==> config.mk <==
export PLATFORM = sky130hd
export DESIGN_NAME = cpu
export DESIGN_NICKNAME = d
export VERILOG_FILES = /design/src/cpuSystemPkg.sv /design/src/alu.sv /design/src/cpu.sv /design/src/decoder.sv /design/src/hazardUnit.sv /design/src/regFile.sv
export SDC_FILE = /design/constraint.sdc
export NUM_CORES = 2
export LEC_CHECK = 0
export BUFFER_PORTS_ARGS = -buffer_cell sky130_fd_sc_hd__buf_2
export CORE_MARGIN = 10
export CORE_UTILIZATION = 55
export DETAILED_ROUTE_END_ITERATION = 10
export PLACE_DENSITY = 0.74
export SYNTH_ARGS = -nofsm -noshare
export SYNTH_HDL_FRONTEND = slang
export SYNTH_HIERARCHICAL = 1
export SYNTH_SLANG_ARGS = --single-unit
export TNS_END_PERCENT = 5
==> constraint.sdc <==
create_clock -name CLK -period 16.6 [get_ports CLK]
set_clock_uncertainty 0.1 [all_clocks]
set_input_delay 3.32 -clock CLK [delete_from_list [all_inputs] [get_ports CLK]]
set_output_delay 3.32 -clock CLK [all_outputs]
set_load 0.05 [all_outputs]
==> src/cpuSystemPkg.sv <==
package cpuSystemPkg;

	localparam int DataWidth = 48;
	localparam int RegAddrWidth = 5;
	localparam int ProgAddrWidth = 8;
	localparam int DataAddrWidth = 8;

	// Instruction word layout
	//   [47:44] cond    [43:41] opcode    [40] I (immediate operand)
	//   [35]    S (set flags)             [34:30] Rn    [29:25] Rd
	//   [23:0]  sign-extended imm24       [4:0] Rm
	// Bits 39:36 and 24 are reserved

	typedef enum logic [2:0] {
		opAdd  = 3'd0,
		opSub  = 3'd1,
		opAnd  = 3'd2,
		opOrr  = 3'd3,
		opLdr  = 3'd4,
		opStr  = 3'd5,
		opB    = 3'd6,
		opHalt = 3'd7
	} opcodeT;

	// Any other code never executes
	typedef enum logic [3:0] {
		condEq = 4'h0,
		condNe = 4'h1,
		condAl = 4'he
	} condT;

	// Same order as the ALU opcodes
	typedef enum logic [1:0] {
		aluAdd = 2'd0,
		aluSub = 2'd1,
		aluAnd = 2'd2,
		aluOrr = 2'd3
	} aluOpT;

	typedef enum logic [1:0] {
		fwdReg = 2'b00,
		fwdWb  = 2'b01,
		fwdMem = 2'b10
	} fwdSelT;

	typedef struct packed {
		logic z;
		logic n;
	} flagsT;

	typedef struct packed {
		logic regWrite;
		logic memWrite;
		logic memToReg;
		logic aluSrc;
		aluOpT aluOp;
		logic setFlags;
		logic branch;
		logic halt;
	} ctrlT;

	typedef struct packed {
		ctrlT ctrl;
		condT cond;
		logic [DataWidth-1:0] rd1;
		logic [DataWidth-1:0] rd2;
		logic [DataWidth-1:0] imm;
		logic [RegAddrWidth-1:0] ra1;
		logic [RegAddrWidth-1:0] ra2;
		logic [RegAddrWidth-1:0] wa3;
		logic [ProgAddrWidth-1:0] pc;
	} deRegT;

	typedef struct packed {
		ctrlT ctrl;
		logic [DataWidth-1:0] aluOut;
		logic [DataWidth-1:0] writeData;
		logic [RegAddrWidth-1:0] wa3;
	} emRegT;

	typedef struct packed {
		ctrlT ctrl;
		logic [DataWidth-1:0] aluOut;
		logic [DataWidth-1:0] readData;
		logic [RegAddrWidth-1:0] wa3;
	} mwRegT;

endpackage

==> src/alu.sv <==
module alu (
	input logic [cpuSystemPkg::DataWidth-1:0] srcA,
	input logic [cpuSystemPkg::DataWidth-1:0] srcB,
	input cpuSystemPkg::aluOpT aluOp,
	output logic [cpuSystemPkg::DataWidth-1:0] result,
	output cpuSystemPkg::flagsT flags
);
	import cpuSystemPkg::*;

	always_comb begin
		unique case (aluOp)
			aluAdd: result = srcA + srcB;
			aluSub: result = srcA - srcB;
			aluAnd: result = srcA & srcB;
			aluOrr: result = srcA | srcB;
			default: result = '0;
		endcase
	end

	// Zero and sign of the result
	assign flags.z = (result == '0);
	assign flags.n = result[DataWidth-1];

endmodule

==> src/cpu.sv <==
module cpu (
	input logic CLK,
	input logic rstN,
	input logic run,
	input logic [cpuSystemPkg::DataWidth-1:0] instr,
	input logic [cpuSystemPkg::DataWidth-1:0] readDataM,
	output logic [cpuSystemPkg::ProgAddrWidth-1:0] pcF,
	output logic memWriteM,
	output logic [cpuSystemPkg::DataWidth-1:0] aluOutM,
	output logic [cpuSystemPkg::DataWidth-1:0] writeDataM,
	output logic halted
);
	import cpuSystemPkg::*;

	logic [ProgAddrWidth-1:0] pcNext;
	logic [ProgAddrWidth-1:0] branchTargetE;

	logic [DataWidth-1:0] instrD;
	logic validD;
	opcodeT opcodeD;
	ctrlT decCtrlD;
	ctrlT ctrlD;
	logic [RegAddrWidth-1:0] ra1D;
	logic [RegAddrWidth-1:0] ra2D;
	logic [RegAddrWidth-1:0] wa3D;
	logic [DataWidth-1:0] rd1D;
	logic [DataWidth-1:0] rd2D;
	logic [DataWidth-1:0] immD;

	deRegT deReg;
	flagsT flags;
	flagsT aluFlagsE;
	logic condPassE;
	ctrlT ctrlE;
	logic branchTakenE;
	logic [DataWidth-1:0] srcAE;
	logic [DataWidth-1:0] srcBE;
	logic [DataWidth-1:0] writeDataE;
	logic [DataWidth-1:0] aluResultE;

	fwdSelT forwardA;
	fwdSelT forwardB;
	logic stallF;
	logic stallD;
	logic flushD;
	logic flushE;

	emRegT emReg;
	mwRegT mwReg;
	logic [DataWidth-1:0] resultW;

	// PC counts whole instructions
	assign pcNext = branchTakenE ? branchTargetE : pcF + 1'b1;

	always_ff @(posedge CLK or negedge rstN) begin
		if (!rstN) begin
			pcF <= '0;
		end else if (!run) begin
			pcF <= '0;
		end else if (!stallF) begin
			pcF <= pcNext;
		end
	end

	// Fetch/decode register where validD marks a real instruction
	always_ff @(posedge CLK or negedge rstN) begin
		if (!rstN) begin
			validD <= 1'b0;
		end else if (!run || flushD) begin
			validD <= 1'b0;
		end else if (!stallD) begin
			validD <= 1'b1;
		end
	end

	always_ff @(posedge CLK) begin
		if (!stallD) begin
			instrD <= instr;
		end
	end

	assign opcodeD = opcodeT'(instrD[43:41]);

	decoder uDecoder (
		.opcode(opcodeD),
		.funct({instrD[40], instrD[35]}),
		.ctrlD(decCtrlD)
	);

	assign ctrlD = validD ? decCtrlD : ctrlT'('0);

	// STR reads its store data from Rd
	assign ra1D = instrD[34:30];
	assign ra2D = (opcodeD == opStr) ? instrD[29:25] : instrD[4:0];
	assign wa3D = instrD[29:25];
	assign immD = {{(DataWidth-24){instrD[23]}}, instrD[23:0]};

	regFile uRegFile (
		.CLK(CLK),
		.we3(mwReg.ctrl.regWrite),
		.ra1(ra1D),
		.ra2(ra2D),
		.wa3(mwReg.wa3),
		.wd3(resultW),
		.rd1(rd1D),
		.rd2(rd2D)
	);

	always_ff @(posedge CLK or negedge rstN) begin
		if (!rstN) begin
			deReg <= '0;
		end else if (!run || flushE) begin
			deReg <= '0;
		end else begin
			deReg.ctrl <= ctrlD;
			deReg.cond <= condT'(instrD[47:44]);
			deReg.rd1 <= rd1D;
			deReg.rd2 <= rd2D;
			deReg.imm <= immD;
			deReg.ra1 <= ra1D;
			deReg.ra2 <= ra2D;
			deReg.wa3 <= wa3D;
			deReg.pc <= pcF - 1'b1;
		end
	end

	always_comb begin
		case (deReg.cond)
			condEq: condPassE = flags.z;
			condNe: condPassE = !flags.z;
			condAl: condPassE = 1'b1;
			default: condPassE = 1'b0;
		endcase
	end

	// Failed condition turns the instruction into a bubble
	always_comb begin
		ctrlE = deReg.ctrl;
		ctrlE.regWrite = deReg.ctrl.regWrite && condPassE;
		ctrlE.memWrite = deReg.ctrl.memWrite && condPassE;
		ctrlE.branch = deReg.ctrl.branch && condPassE;
		ctrlE.setFlags = deReg.ctrl.setFlags && condPassE;
	end

	assign branchTakenE = ctrlE.branch;
	assign branchTargetE = deReg.pc + deReg.imm[ProgAddrWidth-1:0];

	always_comb begin
		case (forwardA)
			fwdMem: srcAE = emReg.aluOut;
			fwdWb: srcAE = resultW;
			default: srcAE = deReg.rd1;
		endcase
		case (forwardB)
			fwdMem: writeDataE = emReg.aluOut;
			fwdWb: writeDataE = resultW;
			default: writeDataE = deReg.rd2;
		endcase
	end

	assign srcBE = deReg.ctrl.aluSrc ? deReg.imm : writeDataE;

	alu uAlu (
		.srcA(srcAE),
		.srcB(srcBE),
		.aluOp(deReg.ctrl.aluOp),
		.result(aluResultE),
		.flags(aluFlagsE)
	);

	always_ff @(posedge CLK or negedge rstN) begin
		if (!rstN) begin
			flags <= '0;
		end else if (ctrlE.setFlags) begin
			flags <= aluFlagsE;
		end
	end

	always_ff @(posedge CLK or negedge rstN) begin
		if (!rstN) begin
			emReg <= '0;
		end else if (!run) begin
			emReg <= '0;
		end else begin
			emReg.ctrl <= ctrlE;
			emReg.aluOut <= aluResultE;
			emReg.writeData <= writeDataE;
			emReg.wa3 <= deReg.wa3;
		end
	end

	assign memWriteM = emReg.ctrl.memWrite;
	assign aluOutM = emReg.aluOut;
	assign writeDataM = emReg.writeData;

	always_ff @(posedge CLK or negedge rstN) begin
		if (!rstN) begin
			mwReg <= '0;
		end else if (!run) begin
			mwReg <= '0;
		end else begin
			mwReg.ctrl <= emReg.ctrl;
			mwReg.aluOut <= emReg.aluOut;
			mwReg.readData <= readDataM;
			mwReg.wa3 <= emReg.wa3;
		end
	end

	assign resultW = mwReg.ctrl.memToReg ? mwReg.readData : mwReg.aluOut;

	// Sticky until the next load phase
	always_ff @(posedge CLK or negedge rstN) begin
		if (!rstN) begin
			halted <= 1'b0;
		end else if (!run) begin
			halted <= 1'b0;
		end else if (mwReg.ctrl.halt) begin
			halted <= 1'b1;
		end
	end

	hazardUnit uHazardUnit (
		.ra1D(ra1D),
		.ra2D(ra2D),
		.ra1E(deReg.ra1),
		.ra2E(deReg.ra2),
		.wa3E(deReg.wa3),
		.wa3M(emReg.wa3),
		.wa3W(mwReg.wa3),
		.regWriteM(emReg.ctrl.regWrite),
		.regWriteW(mwReg.ctrl.regWrite),
		.memToRegE(deReg.ctrl.memToReg),
		.branchTakenE(branchTakenE),
		.haltD(ctrlD.halt),
		.forwardA(forwardA),
		.forwardB(forwardB),
		.stallF(stallF),
		.stallD(stallD),
		.flushD(flushD),
		.flushE(flushE)
	);

endmodule

==> src/decoder.sv <==
module decoder (
	input cpuSystemPkg::opcodeT opcode,
	input logic [1:0] funct,
	output cpuSystemPkg::ctrlT ctrlD
);
	import cpuSystemPkg::*;

	// funct carries the I bit on top and the S bit below
	logic iBit;
	logic sBit;

	assign iBit = funct[1];
	assign sBit = funct[0];

	always_comb begin
		ctrlD = '0;
		unique case (opcode)
			opAdd, opSub, opAnd, opOrr: begin
				ctrlD.regWrite = 1'b1;
				ctrlD.aluSrc = iBit;
				ctrlD.setFlags = sBit;
				// Low opcode bits select the ALU operation directly
				ctrlD.aluOp = aluOpT'(opcode[1:0]);
			end
			opLdr: begin
				ctrlD.regWrite = 1'b1;
				ctrlD.memToReg = 1'b1;
				ctrlD.aluSrc = 1'b1;
				ctrlD.aluOp = aluAdd;
			end
			opStr: begin
				ctrlD.memWrite = 1'b1;
				ctrlD.aluSrc = 1'b1;
				ctrlD.aluOp = aluAdd;
			end
			opB: begin
				ctrlD.branch = 1'b1;
			end
			opHalt: begin
				ctrlD.halt = 1'b1;
			end
			default: ctrlD = '0;
		endcase
	end

endmodule

==> src/hazardUnit.sv <==
module hazardUnit (
	input logic [cpuSystemPkg::RegAddrWidth-1:0] ra1D,
	input logic [cpuSystemPkg::RegAddrWidth-1:0] ra2D,
	input logic [cpuSystemPkg::RegAddrWidth-1:0] ra1E,
	input logic [cpuSystemPkg::RegAddrWidth-1:0] ra2E,
	input logic [cpuSystemPkg::RegAddrWidth-1:0] wa3E,
	input logic [cpuSystemPkg::RegAddrWidth-1:0] wa3M,
	input logic [cpuSystemPkg::RegAddrWidth-1:0] wa3W,
	input logic regWriteM,
	input logic regWriteW,
	input logic memToRegE,
	input logic branchTakenE,
	input logic haltD,
	output cpuSystemPkg::fwdSelT forwardA,
	output cpuSystemPkg::fwdSelT forwardB,
	output logic stallF,
	output logic stallD,
	output logic flushD,
	output logic flushE
);
	import cpuSystemPkg::*;

	logic ldrStall;
	logic haltStall;

	// Memory stage wins over writeback
	function automatic fwdSelT selectFwd(input logic [RegAddrWidth-1:0] ra);
		if (regWriteM && (wa3M == ra)) begin
			return fwdMem;
		end else if (regWriteW && (wa3W == ra)) begin
			return fwdWb;
		end
		return fwdReg;
	endfunction

	always_comb begin
		forwardA = selectFwd(ra1E);
		forwardB = selectFwd(ra2E);
	end

	// Load result is not ready until writeback
	assign ldrStall = memToRegE && ((wa3E == ra1D) || (wa3E == ra2D));

	// HALT parks in decode unless a taken branch discards it
	assign haltStall = haltD && !branchTakenE;

	assign stallF = ldrStall || haltStall;
	assign stallD = ldrStall || haltStall;
	assign flushD = branchTakenE;
	assign flushE = ldrStall || branchTakenE;

endmodule

==> src/regFile.sv <==
module regFile (
	input logic CLK,
	input logic we3,
	input logic [cpuSystemPkg::RegAddrWidth-1:0] ra1,
	input logic [cpuSystemPkg::RegAddrWidth-1:0] ra2,
	input logic [cpuSystemPkg::RegAddrWidth-1:0] wa3,
	input logic [cpuSystemPkg::DataWidth-1:0] wd3,
	output logic [cpuSystemPkg::DataWidth-1:0] rd1,
	output logic [cpuSystemPkg::DataWidth-1:0] rd2
);
	import cpuSystemPkg::*;

	logic [DataWidth-1:0] regs [0:(1 << RegAddrWidth)-1];

	// Falling-edge write lets decode see the writeback value in the same cycle
	always_ff @(negedge CLK) begin
		if (we3) begin
			regs[wa3] <= wd3;
		end
	end

	assign rd1 = regs[ra1];
	assign rd2 = regs[ra2];

endmodule
=== Word level (Yosys, flattened, before mapping) ===
Memories as Yosys holds them, arrays and structs flattened.
Index checks and enable logic that the tools add are counted.

* Register bits: 453
* RAM bits: 1,536
* Bits of input ports: 99
* Output and inout port bits: 106
* Word-level logic and storage cells: 133
* Memories: 1

{| class="wikitable"
|+ Memories
! name !! depth !! bits a word !! read ports !! clocked after Yosys merged registers in !! write ports !! RTL line !! RTL
|-
| uRegFile.regs || 32 || 48 || 2 || 0 || 1 || regFile.sv:13 || <nowiki>logic [DataWidth-1:0] regs [0:(1 << RegAddrWidth)-1];</nowiki>
|}

* Add/sub/neg operators: 5
* Equality and inequality tests: 25
* Muxes and demuxes: 37
* Bitwise gates (word level): 2
* Reduce and logical (&&, ||, !) cells: 25

{| class="wikitable"
|+ Operators by type and width
! cell !! number
|-
| two-way mux 110 bit || 2
|-
| one-hot mux 48 bit (2 select lines) || 2
|-
| one-hot mux 48 bit (4 select lines) || 1
|-
| two-way mux 180 bit || 1
|-
| two-way mux 48 bit || 2
|-
| adder 48 bit || 1
|-
| AND 48 bit || 1
|-
| logical NOT 48 bit || 1
|-
| OR 48 bit || 1
|-
| subtractor 48 bit || 1
|-
| equality test 5 bit || 6
|-
| two-way mux 8 bit || 3
|-
| two-way mux 1 bit || 16
|-
| equality test 3 bit, second input constant || 4
|-
| two-way mux 2 bit || 6
|-
| logical AND 1 bit || 10
|-
| two-way mux 9 bit || 1
|-
| adder 8 x 1 -> 8 bit, second input constant || 1
|-
| adder 8 bit || 1
|-
| equality test 2 bit, second input constant || 4
|-
| subtractor 8 x 1 -> 8 bit, second input constant || 1
|-
| equality test 2 x 1 -> 1 bit, second input constant || 3
|-
| equality test 3 x 2 -> 1 bit, second input constant || 2
|-
| one-hot mux 3 bit (2 select lines) || 1
|-
| 15 further kinds || 22
|}

=== Longest topological paths before layout ===
* Depth in word-level cells: 11
* Gate-level depth with buffers: 33
* Gate-level depth less buffers: 31

=== Hierarchy ===
Netlist, hierarchy kept.

{| class="wikitable"
|+ Modules (own cells, without submodules)
! module !! times used !! cells an instance !! area each (um^2) !! sequential area each (um^2)
|-
| regFile || 1 || 5,051 || 73,226.5 || 46,124.2
|-
| cpu || 1 || 1,520 || 17,334.1 || 10,700.3
|-
| alu || 1 || 807 || 5,350.1 || 0.0
|-
| hazardUnit || 1 || 50 || 379.1 || 0.0
|-
| decoder || 1 || 13 || 58.8 || 0.0
|}

==> flow_metrics.py <==
metrics = {
    "status": {
        "status": "complete, no violations",
    },
    "logic_synthesis": {
        "synth_area_mm2": 0.09635,
        "synth-main-ff-cell": "edfxtp_1",
        "async_flop_share": 0.1923,
        "yosysSeqAreaShare": 0.5898,
        "synth_edf_count": 1579,
        "synthAdderAreaFrac": 0.01299,
        "syn_area_per_cell_um2": 12.95,
        "ys_types": 91,
        "synth_compound_area_frac": 0.09890,
        "synth_top_family_by_area": "multiplexers",
        "synth-xor-area-share": 0.01100,
        "synth_top_area_share": 0.4921,
        "syn_inst": 7441,
        "synth.area.top_cells": "edfxtp_1, mux2i_1, dfrtp_1, a22oi_1, a21oi_1",
        "synth_nets": 7606,
        "synth_area_leader_cell": "edfxtp_1",
        "synth_mux_area_frac": 0.1668,
        "synth-simple-area-share": 0.07897,
        "yosys_warnings": 6,
        "synth_seq_cells": 1955,
    },
    "clock_tree": {
        "cts_hold_buf": 0,
        "htreeDepth": 4,
        "cts_tree": "yes",
        "clkSinkCount": 1955,
        "cts-root-buf": "clkbuf_16",
        "post_cts_resized": 0,
        "postCtsSetupBuffers": 0,
        "cts_made_buffers": 202,
        "clk_latency_ps": 860,
        "ctsLongestPathBuffers": 3,
        "clk_transition_reported_paths_ps": 60,
    },
    "routing": {
        "drc_errors": 0,
        "wire_per_inst_um": 27.99,
        "drt-total-wl_mm": 318.5,
        "detail_route.vias_per_cell": 6.413,
        "ant_nets": 0,
        "drtPass1Iterations": 8,
        "num_vias": 72980,
        "drt_iter0_markers": 9270,
    },
    "placed_design": {
        "dp.cells": 9469,
        "port_buffers": 199,
        "gpl.final_weighted_congestion": 0.9462,
        "hpwlAfterDp_mm": 182.3,
    },
    "hold_path": {
        "holdCritPathClass": "reg2reg",
    },
    "setup_path": {
        "start_kind": "flip-flop",
        "path_class": "reg2reg",
        "arrival_ps": 4130,
        "crit_required_ps": 8620,
        "end_kind": "flip-flop",
        "crit_fanout": 29,
    },
    "grt": {
        "grt_max_degree": 130,
        "overflow": 0,
        "antenna_found_initial": 24,
        "track_usage": 0.3184,
        "grt_pass1_vias": 74540,
        "grt_pass1_wl_mm": 457.5,
    },
    "timing": {
        "max-slew-margin-rel": 0.1653,
        "drv_slew": 0,
        "setup_viol": 0,
        "hold_ws_ps": 347.8,
        "rsz0062_at_grt": "no",
        "worst_pin_slew_ps": 1252,
        "finalHoldViolCount": 0,
        "fin_setup_tns_ps": 0,
    },
    "finish": {
        "layoutNonFillerInstCount": 11380,
        "nets": 9048,
        "syn2layout_area_growth_pct": 14.94,
        "num-fill-cells": 12850,
        "drive_above_1_share": 0.08699,
        "final_common_cell": "inv_1",
        "layout_common_cells": "inv_1, edfxtp_1, mux2i_1, nand2_1, a21oi_1",
    },
    "floorplanning": {
        "num_io_pins": 205,
        "die_area_mm2": 0.1923,
        "initial_core_util": 0.5537,
        "core_mm2": 0.1740,
        "die_x_um": 438.5,
        "rows": 153,
        "die_y_um": 438.5,
    },
    "pwr": {
        "max-vdd-ir-drop_v": 0.0001250,
        "power_per_cell_area_mw_per_mm2": 126.2,
        "p_leak_uw": 0.04934,
    },
    "run": {
        "drv_cap": 0,
    },
}
[stage by stage]
step                      setup WS (ps)  area (µm²)  utilization  total power, µW
after floorplan                    4644       96350            -             7632
after global placement             4632       97960       0.5629             8242
after detailed placement           4605       97960       0.5629             8266
after CTS                          4511      110700       0.6363            14040
after global routing               4474      110700       0.6363            14700
final                              4488      110700       0.6364            13980
[sequential cells by signal, summed over array words and instances (netlist names)]
name,cells
uRegFile/regs,1536
deReg,151
mwReg,104
aluOutM,48
writeDataM,48
instrD,43
emReg,8
pcF,8
ctrlE,5
flags,1
halted,1
memWriteM,1
validD,1
[layer usage]
layer | track usage | vias to the layer above | share of wire
met5 | 0 | - | 0.000082
met4 | 0.2045 | 4 | 0.060
met3 | 0.08177 | 950 | 0.11
met2 | 0.4916 | 4971 | 0.46
met1 | 0.3989 | 35980 | 0.37
li1 | - | 31080 | -
[cell usage after synthesis, types with 109 or more instances]
cell type  instances
mux2i_1         1541
buf_4            182
nand2_1          457
a21oi_1          426
a22o_1           193
nor2_1           212
nand3_1          309
nor3_1           123
dfrtp_1          376
a22oi_1          386
clkbuf_1         237
o21ai_0          110
a31oi_1          109
edfxtp_1        1579
and2_1           308
[cell families after synthesis]
logic type / count (synthesis)
xor gates and xnor gates: 121
and+or+nand+nor: 1548
muxes: 1598
buffers and inverters: 670
AOI/OAI and AO/OA: 1442
DFF: 1955
adders and majority gates: 107
[report_power, final]
| part | leakage [µW] | internal (µW) | switching (µW) |
|---|---|---|---|
| logic | 0.0181 | 614 | 1440 |
| registers | 0.0196 | 5560 | 108 |
| clock network | 0.0117 | 3340 | 2920 |
| total | 0.0493 | 9510 | 4470 |
[cell type report]
cell class | count | area, µm² | share of cell area
Multi-Input combinational cell | 4816 | 35900 | 0.3242
Antenna cell | 7 | 17.52 | 0.0001582
Clock inverter | 1672 | 7418 | 0.06698
Inverter | 41 | 153.9 | 0.001390
Tap cell | 2325 | 2909 | 0.02627
Timing Repair Buffer | 331 | 2162 | 0.01952
Clock buffer | 232 | 5356 | 0.04837
Sequential cell | 1955 | 56830 | 0.5131
[worst max-delay path: stages, from the launching register on]
cell and delay [ps]:
dfrtp_1 510, nand3b_1 750, nor2_4 1170, buf_4 780
[final timing paths]
path                             from              endpoint  slack [ps]  depth (start not counted)
max                          mwReg[1]  uRegFile/regs[1][20]        4490                          3
min                        instrD[15]             deReg[38]         350                          1
max reg2reg                  mwReg[1]  uRegFile/regs[1][20]        4490                          3
min reg2reg                instrD[15]             deReg[38]         350                          1
max in group asynchronous        rstN              mwReg[7]       11700                          3
min in group asynchronous        rstN             mwReg[45]        2420                          1
(Power assumes the default switching activity.)
